`src/source/render_defs.svh`:
```
`ifndef RENDER_DEFS_SVH
`define RENDER_DEFS_SVH

// Screen geometry
`define RENDER_FLOOR_Y       240   // First ground row

// Goose box, fixed column, row moves with the jump
`define RENDER_GOOSE_X       50
`define RENDER_GOOSE_W       30
`define RENDER_GOOSE_H       40
`define RENDER_GOOSE_Y_BASE  200   // Top row when standing

// Railway obstacle
`define RENDER_ION_W         20
`define RENDER_ION_H         40

// Emblem obstacle, square with optional outline-only look
`define RENDER_UW_W          30
`define RENDER_UW_H          30
`define RENDER_UW_EDGE       2

// Obstacle placement in world coordinates
`define RENDER_OBS_START     640   // Spawn column, right of the screen
`define RENDER_UW_OFFSET     250   // Emblem trails the railway obstacle

// Layer colours as packed {r, g, b}, two bits each
`define RENDER_COL_GOOSE     6'b11_11_00
`define RENDER_COL_ION       6'b01_01_01
`define RENDER_COL_UW        6'b11_11_11
`define RENDER_COL_GROUND    6'b01_01_01
`define RENDER_COL_SKY       6'b00_11_11
`define RENDER_COL_BLACK     6'b00_00_00

// Layer record buffer between tester and compositor
`define RENDER_FIFO_DEPTH    4

`endif
```
`src/source/render_pkg.sv`:
```
package render_pkg;

    // Screen position, 640x480 fits in ten bits
    typedef logic [9:0] coord_t;

    // World scroll position, wraps at 2048
    typedef logic [10:0] scroll_t;

    // One colour channel of the 6-bit output
    typedef logic [1:0] chan_t;

    typedef struct packed {
        chan_t r;
        chan_t g;
        chan_t b;
    } rgb_t;

    // One flag per scene layer, highest priority first
    typedef struct packed {
        logic goose;
        logic ion;   // Railway obstacle
        logic uw;    // Emblem obstacle
        logic ground;
        logic sky;
    } layer_mask_t;

    // Pixel request entering the renderer
    typedef struct packed {
        coord_t haddr;
        coord_t vaddr;
        logic   display_on;
    } pixel_req_t;

    // Result of the layer test, handed to the compositor
    typedef struct packed {
        layer_mask_t mask;
        logic        display_on;
    } layer_rec_t;

endpackage

```
`src/source/goose_render_top.sv`:
```
`include "render_defs.svh"

module goose_render_top
    import render_pkg::*;
(
    input  logic       clk,
    input  logic       sys_rst,

    // Pixel stream in
    input  logic       pix_valid,
    output logic       pix_ready,
    input  coord_t     haddr,
    input  coord_t     vaddr,
    input  logic       display_on,

    // Scene state
    input  logic [6:0] jump_pos,
    input  scroll_t    scroll_pos,
    input  logic [1:0] obstacle_select,
    input  logic [1:0] obstacle_type,
    input  logic       game_start_blink,

    // Colour stream out
    output logic       rgb_valid,
    input  logic       rgb_ready,
    output chan_t      r,
    output chan_t      g,
    output chan_t      b,
    output logic       collision
);

    pixel_req_t pix_req;
    logic       lay_valid;
    logic       lay_ready;
    layer_rec_t lay_rec;
    logic       buf_valid;
    logic       buf_ready;
    layer_rec_t buf_rec;
    rgb_t       out_rgb;

    assign pix_req = '{haddr: haddr, vaddr: vaddr, display_on: display_on};

    sprite_layers u_layers (
        .clk              (clk),
        .sys_rst          (sys_rst),
        .in_valid         (pix_valid),
        .in_ready         (pix_ready),
        .in_pix           (pix_req),
        .jump_pos         (jump_pos),
        .scroll_pos       (scroll_pos),
        .obstacle_select  (obstacle_select),
        .obstacle_type    (obstacle_type),
        .game_start_blink (game_start_blink),
        .out_valid        (lay_valid),
        .out_ready        (lay_ready),
        .out_rec          (lay_rec)
    );

    // Absorbs output stalls before they reach the pixel source
    pixel_fifo #(
        .payload_t (layer_rec_t),
        .DEPTH     (`RENDER_FIFO_DEPTH)
    ) u_fifo (
        .clk      (clk),
        .sys_rst  (sys_rst),
        .wr_valid (lay_valid),
        .wr_ready (lay_ready),
        .wr_data  (lay_rec),
        .rd_valid (buf_valid),
        .rd_ready (buf_ready),
        .rd_data  (buf_rec)
    );

    pixel_compositor u_comp (
        .clk           (clk),
        .sys_rst       (sys_rst),
        .in_valid      (buf_valid),
        .in_ready      (buf_ready),
        .in_rec        (buf_rec),
        .out_valid     (rgb_valid),
        .out_ready     (rgb_ready),
        .out_rgb       (out_rgb),
        .out_collision (collision)
    );

    assign r = out_rgb.r;
    assign g = out_rgb.g;
    assign b = out_rgb.b;

endmodule

```
`src/source/pixel_compositor.sv`:
```
`include "render_defs.svh"

module pixel_compositor
    import render_pkg::*;
(
    input  logic       clk,
    input  logic       sys_rst,

    // Layer record stream
    input  logic       in_valid,
    output logic       in_ready,
    input  layer_rec_t in_rec,

    // Colour stream
    output logic       out_valid,
    input  logic       out_ready,
    output rgb_t       out_rgb,
    output logic       out_collision
);

    rgb_t next_rgb;
    logic next_collision;

    // First set layer wins, highest priority first
    always_comb begin
        if (!in_rec.display_on) begin
            next_rgb = `RENDER_COL_BLACK;  // Blanking interval
        end else if (in_rec.mask.goose) begin
            next_rgb = `RENDER_COL_GOOSE;
        end else if (in_rec.mask.ion) begin
            next_rgb = `RENDER_COL_ION;
        end else if (in_rec.mask.uw) begin
            next_rgb = `RENDER_COL_UW;
        end else if (in_rec.mask.ground) begin
            next_rgb = `RENDER_COL_GROUND;
        end else if (in_rec.mask.sky) begin
            next_rgb = `RENDER_COL_SKY;
        end else begin
            next_rgb = `RENDER_COL_BLACK;
        end
    end

    // Goose touching either obstacle
    assign next_collision = in_rec.display_on &&
                            in_rec.mask.goose && (in_rec.mask.ion || in_rec.mask.uw);

    assign in_ready = !out_valid || out_ready;

    always_ff @(posedge clk) begin
        if (sys_rst) begin
            out_valid <= 1'b0;
        end else if (in_ready) begin
            out_valid <= in_valid;
        end
    end

    always_ff @(posedge clk) begin
        if (in_valid && in_ready) begin
            out_rgb       <= next_rgb;
            out_collision <= next_collision;
        end
    end

endmodule

```
`src/source/pixel_fifo.sv`:
```
module pixel_fifo
    import render_pkg::*;
#(
    parameter type payload_t = layer_rec_t,
    parameter int  DEPTH     = 4
) (
    input  logic     clk,
    input  logic     sys_rst,

    // Write side
    input  logic     wr_valid,
    output logic     wr_ready,
    input  payload_t wr_data,

    // Read side
    output logic     rd_valid,
    input  logic     rd_ready,
    output payload_t rd_data
);

    localparam int PTR_W = (DEPTH > 1) ? $clog2(DEPTH) : 1;
    localparam int CNT_W = $clog2(DEPTH + 1);

    payload_t   mem [DEPTH];
    logic [PTR_W-1:0] wr_ptr;
    logic [PTR_W-1:0] rd_ptr;
    logic [CNT_W-1:0] count;
    logic             do_wr;
    logic             do_rd;

    assign wr_ready = count != CNT_W'(DEPTH);  // Only full blocks a write
    assign rd_valid = count != '0;
    assign rd_data  = mem[rd_ptr];

    assign do_wr = wr_valid && wr_ready;
    assign do_rd = rd_valid && rd_ready;

    always_ff @(posedge clk) begin
        if (sys_rst) begin
            wr_ptr <= '0;
            rd_ptr <= '0;
            count  <= '0;
        end else begin
            if (do_wr) begin
                // Explicit wrap so any depth works
                wr_ptr <= (wr_ptr == PTR_W'(DEPTH - 1)) ? '0 : wr_ptr + 1'b1;
            end
            if (do_rd) begin
                rd_ptr <= (rd_ptr == PTR_W'(DEPTH - 1)) ? '0 : rd_ptr + 1'b1;
            end
            // Simultaneous read and write leaves the count unchanged
            case ({do_wr, do_rd})
                2'b10:   count <= count + 1'b1;
                2'b01:   count <= count - 1'b1;
                default: count <= count;
            endcase
        end
    end

    // Storage
    always_ff @(posedge clk) begin
        if (do_wr) begin
            mem[wr_ptr] <= wr_data;
        end
    end

endmodule

```
`src/source/sprite_layers.sv`:
```
`include "render_defs.svh"

module sprite_layers
    import render_pkg::*;
(
    input  logic       clk,
    input  logic       sys_rst,

    // Pixel request stream
    input  logic       in_valid,
    output logic       in_ready,
    input  pixel_req_t in_pix,

    // Scene state, held stable while pixels are in flight
    input  logic [6:0] jump_pos,
    input  scroll_t    scroll_pos,
    input  logic [1:0] obstacle_select,
    input  logic [1:0] obstacle_type,
    input  logic       game_start_blink,

    // Layer record stream
    output logic       out_valid,
    input  logic       out_ready,
    output layer_rec_t out_rec
);

    logic [10:0] hpos;
    logic [10:0] vpos;
    logic [10:0] goose_y;
    logic [11:0] goose_y_end;
    logic [10:0] ion_x;
    logic [11:0] ion_x_end;
    logic [10:0] uw_x;
    logic [11:0] uw_x_end;
    logic [10:0] uw_dx;
    logic [10:0] uw_dy;
    logic        in_ion_box;
    logic        in_uw_box;
    logic        uw_on_edge;
    layer_rec_t  next_rec;

    assign hpos = {1'b0, in_pix.haddr};
    assign vpos = {1'b0, in_pix.vaddr};

    // Goose top row rises with the jump
    assign goose_y     = 11'(`RENDER_GOOSE_Y_BASE) - {4'd0, jump_pos};
    assign goose_y_end = {1'b0, goose_y} + 12'(`RENDER_GOOSE_H);

    // Obstacles move left as the world scrolls, 11-bit wrap
    assign ion_x     = 11'(`RENDER_OBS_START) - scroll_pos;
    assign uw_x      = ion_x + 11'(`RENDER_UW_OFFSET);
    assign ion_x_end = {1'b0, ion_x} + 12'(`RENDER_ION_W);  // Wide so the end never wraps
    assign uw_x_end  = {1'b0, uw_x} + 12'(`RENDER_UW_W);

    assign in_ion_box = (hpos >= ion_x) && ({1'b0, hpos} < ion_x_end) &&
                        (vpos >= 11'(`RENDER_FLOOR_Y - `RENDER_ION_H)) &&
                        (vpos < 11'(`RENDER_FLOOR_Y));

    assign in_uw_box = (hpos >= uw_x) && ({1'b0, hpos} < uw_x_end) &&
                       (vpos >= 11'(`RENDER_FLOOR_Y - `RENDER_UW_H)) &&
                       (vpos < 11'(`RENDER_FLOOR_Y));

    // Position inside the emblem box, only meaningful when in_uw_box
    assign uw_dx = hpos - uw_x;
    assign uw_dy = vpos - 11'(`RENDER_FLOOR_Y - `RENDER_UW_H);

    assign uw_on_edge = (uw_dx < 11'(`RENDER_UW_EDGE)) ||
                        (uw_dx >= 11'(`RENDER_UW_W - `RENDER_UW_EDGE)) ||
                        (uw_dy < 11'(`RENDER_UW_EDGE)) ||
                        (uw_dy >= 11'(`RENDER_UW_H - `RENDER_UW_EDGE));

    always_comb begin
        next_rec = '0;
        next_rec.display_on = in_pix.display_on;
        if (in_pix.display_on) begin
            next_rec.mask.sky    = vpos < 11'(`RENDER_FLOOR_Y);
            next_rec.mask.ground = vpos >= 11'(`RENDER_FLOOR_Y);

            // Goose only drawn while the start blink is on
            next_rec.mask.goose = game_start_blink &&
                                  (hpos >= 11'(`RENDER_GOOSE_X)) &&
                                  (hpos < 11'(`RENDER_GOOSE_X + `RENDER_GOOSE_W)) &&
                                  (vpos >= goose_y) && ({1'b0, vpos} < goose_y_end);

            // Railway is solid, or dashed on every other group of four rows
            if (obstacle_select[0] && in_ion_box) begin
                next_rec.mask.ion = obstacle_type[0] || (in_pix.vaddr[2:0] < 3'd4);
            end

            // Emblem is filled, or only its outline
            if (obstacle_select[1] && in_uw_box) begin
                next_rec.mask.uw = obstacle_type[1] || uw_on_edge;
            end
        end
    end

    // Take a new pixel when the output register is free or draining
    assign in_ready = !out_valid || out_ready;

    always_ff @(posedge clk) begin
        if (sys_rst) begin
            out_valid <= 1'b0;
        end else if (in_ready) begin
            out_valid <= in_valid;
        end
    end

    always_ff @(posedge clk) begin
        if (in_valid && in_ready) begin
            out_rec <= next_rec;
        end
    end

endmodule

```
`config.mk`:
```
export PLATFORM = sky130hd
export DESIGN_NAME = goose_render_top
export DESIGN_NICKNAME = d
export VERILOG_FILES = /design/src/source/render_pkg.sv /design/src/source/goose_render_top.sv /design/src/source/pixel_compositor.sv /design/src/source/pixel_fifo.sv /design/src/source/sprite_layers.sv
export VERILOG_INCLUDE_DIRS = /design/src /design/src/source
export SDC_FILE = /design/constraint.sdc
export NUM_CORES = 1
export LEC_CHECK = 0
export BUFFER_PORTS_ARGS = -buffer_cell sky130_fd_sc_hd__buf_2
export CORE_ASPECT_RATIO = 0.6
export CORE_MARGIN = 2
export CORE_UTILIZATION = 40
export CTS_CLUSTER_SIZE = 16
export DETAILED_ROUTE_END_ITERATION = 8
export PLACE_DENSITY = 0.69
export SYNTH_ARGS = -nofsm -noshare
export SYNTH_HDL_FRONTEND = slang
export SYNTH_SLANG_ARGS = --single-unit
```
`constraint.sdc`:
```
create_clock -name clk -period 6.3 [get_ports clk]
set_clock_uncertainty 0.15 [all_clocks]
set_input_delay 1.26 -clock clk [delete_from_list [all_inputs] [get_ports clk]]
set_output_delay 1.26 -clock clk [all_outputs]
set_load 0.01 [all_outputs]
```
==> results.cfg <==
[timing]
rsz0062_at_grt = no
period_minus_slack_ps = 5390
post-route-period-util = 0.855
finalHoldViolCount = 0
setup_tns_ps = 0
final-setup-viol-count = 0
max_freq_mhz = 186
finalMaxSlewViolations = 0
slew_headroom = 0.289
fin_ws_ps = 913
tightest_slew_ps = 1070

[cells_and_area]
most-common-layout-cells = ha_1, buf_2, inv_1
nets = 628
area_growth_pct = 13.6
final_common_cell = ha_1
drive_gt1_frac = 0.162
fin_cells = 656
diodes = 0

[synth]
syn-num-nets = 571
yosys_warnings = 0
synth_top_area_cell = edfxtp_1
synthArstFlopShare = 0
avgSynthCellArea_um2 = 9.65
syn-cell-area_mm2 = 0.00443
synthDistinctLibCells = 68
yosys-top-cells-area = edfxtp_1, ha_1, xnor2_1, dfxtp_1, inv_1
ys.flop_type = edfxtp_1
netlist_instances = 459
synth_top_area_share = 0.251
synth_seq_cells = 48
yosysSeqAreaShare = 0.301
synth_edf_count = 37

[place]
dp.final_hpwl_um = 8240
dpl.cell_count = 648
port_buffers = 56
gp_congestion = 0.841
dp_slack_ps = 587

[routing]
drt-initial-drc-count = 193
routedWlPerCell_um = 15.0
wl_um = 9850
drtAntennaViolNets = 0
vias = 3572
remaining_drc_errors = 0
viasPerCell = 5.45
drt_pass1_iterations = 4

[die]
die_w_um = 140
core_area_mm2 = 0.0107
io_pins = 57
fp-row-count = 29
die_h_um = 85.5
dieArea_mm2 = 0.0120
start_util = 0.415

[pwr]
peakVddDrop_mv = 0.190
leakagePower_uw = 0.00214
p_per_area_mw_per_mm2 = 258

[worst_setup_path]
crit_chain = buf_2, or4_1, nand2_2, ha_1, a22o_1, xnor2_1, ha_1, nor2_1, a211oi_1, nand4_1, a2111oi_0, o2111ai_1, a2111o_1, a2111oi_2, a221oi_1
max_stage_delay_ps = 640
end_kind = flop
start_kind = primary input
critical-path-slowest-cell = or4_1
cp_max_fo = 8
worstSetupPathType = primary input to flop
worst_path_most_repeated_cell = ha_1
worstPathRequired_ps = 6170
arrival_ps = 5260

[clocking]
worstSkewPairLatency_ps = 280
clk_pin_slew_ps = 60
holdBufCountCts = 0
cts-root-buf = clkbuf_16
cts_sinks = 48
h-tree-depth = 2
cts_tree = done
numCtsBuffers = 5
cts_setup_buffers = 0
post_cts_resized = 0
clock_path_buffers = 2

[run_status]
status = complete, no violations

[global_routing]
grt-ovfl-total = 0
grt.total_usage = 0.167
grt_max_degree = 17
grt_pass1_wl_um = 16200
grt_antenna_before_repair = 0
grt_pass1_vias = 3393

[flow_run]
cap_violations = 0

[hold_path]
hp-class = flop to flop
-- sequential cells by signal, summed over array words and instances (netlist names), named ones only --
signal                count
u_fifo.count              3
u_comp.out_rgb            6
u_comp.out_collision      1
u_fifo.wr_ptr             2
u_fifo.rd_ptr             2
u_layers.out_valid        1
u_layers.out_rec          6
u_comp.out_valid          1
u_fifo.mem               24
-- metal layers --
| layer | track usage | vias to the layer above | wire length [µm] |
|---|---|---|---|
| li1 | - | 1794 | - |
| met1 | 0.264 | 1683 | 5450 |
| met2 | 0.242 | 89 | 3870 |
| met3 | 0.0279 | 6 | 474 |
| met4 | 0.0255 | 0 | 51 |
| met5 | 0 | - | 0 |
-- where the power goes --
part / internal (µW) / leakage [µW] / switching, µW
Combinational: 242 / 0.00162 / 307
Sequential: 414 / 0.000439 / 36.5
Clock: 188 / 0.0000804 / 107
-- final cells by class --
class	count	area [µm²]
Sequential cell	48	1330
Timing Repair Buffer	57	288
Clock buffer	5	125
Fill cell	1020	5640
Multi-Input combinational cell	358	2900
Inverter	46	173
Tap cell	139	174
Clock inverter	3	46.3
-- synthesized netlist by cell type, types with 4 or more instances --
| master | count |
|---|---|
| nor2b_1 | 5 |
| nand2_1 | 17 |
| xor2_1 | 11 |
| nor2_1 | 23 |
| o21bai_1 | 6 |
| ha_1 | 61 |
| a21oi_1 | 27 |
| mux4_2 | 6 |
| nor3b_1 | 4 |
| inv_1 | 43 |
| and3_1 | 5 |
| dfxtp_1 | 11 |
| xnor2_1 | 33 |
| nor3_1 | 19 |
| o21ai_0 | 25 |
| or3_1 | 7 |
| edfxtp_1 | 37 |
| nand2b_1 | 7 |
| clkbuf_1 | 4 |
| o21a_1 | 5 |
| a21o_1 | 17 |
| maj3_1 | 4 |
| nand3_1 | 9 |
-- through the flow --
stage	hold WS (ps)	utilization	total power, µW	area [µm²]
floorplan	309	-	855	4430
global placement	299	0.456	984	4860
detailed placement	318	0.456	1010	4860
CTS	327	0.472	1310	5030
global route	351	0.472	1400	5030
finish	324	0.472	1300	5030
-- critical path, delay by kind of cell --
family                     cells  cell delay (ps)
and+or+nand+nor                4             1030
xor gates and xnor gates       1              230
AOI/OAI and AO/OA              7             1990
adders and majority gates      2              600
buffers and inverters          1              120
-- final timing paths --
path	start	end	slack, ps	cells after the start
worst min register to register	u_comp.out_valid$_SDFFE_PP0N_	u_comp.out_valid$_SDFFE_PP0N_	320	2
worst max register to register	u_fifo.count[2]$_SDFFE_PP0P_	u_fifo.count[2]$_SDFFE_PP0P_	3400	8
worst min-delay path	u_comp.out_valid$_SDFFE_PP0N_	u_comp.out_valid$_SDFFE_PP0N_	320	2
worst max-delay path	scroll_pos[1]	u_layers.out_rec[3]$_SDFFCE_PN0P_	910	15
-- kinds of logic after synthesis --
| group | share of synthesized area |
|---|---|
| compound gates | 0.181 |
| flops | 0.301 |
| buf+inv | 0.0458 |
| xor+xnor | 0.0969 |
| simple gates | 0.141 |
| mux | 0.0376 |
| fa+ha+maj | 0.197 |
Note: power is estimated with default switching activity, not from simulation.
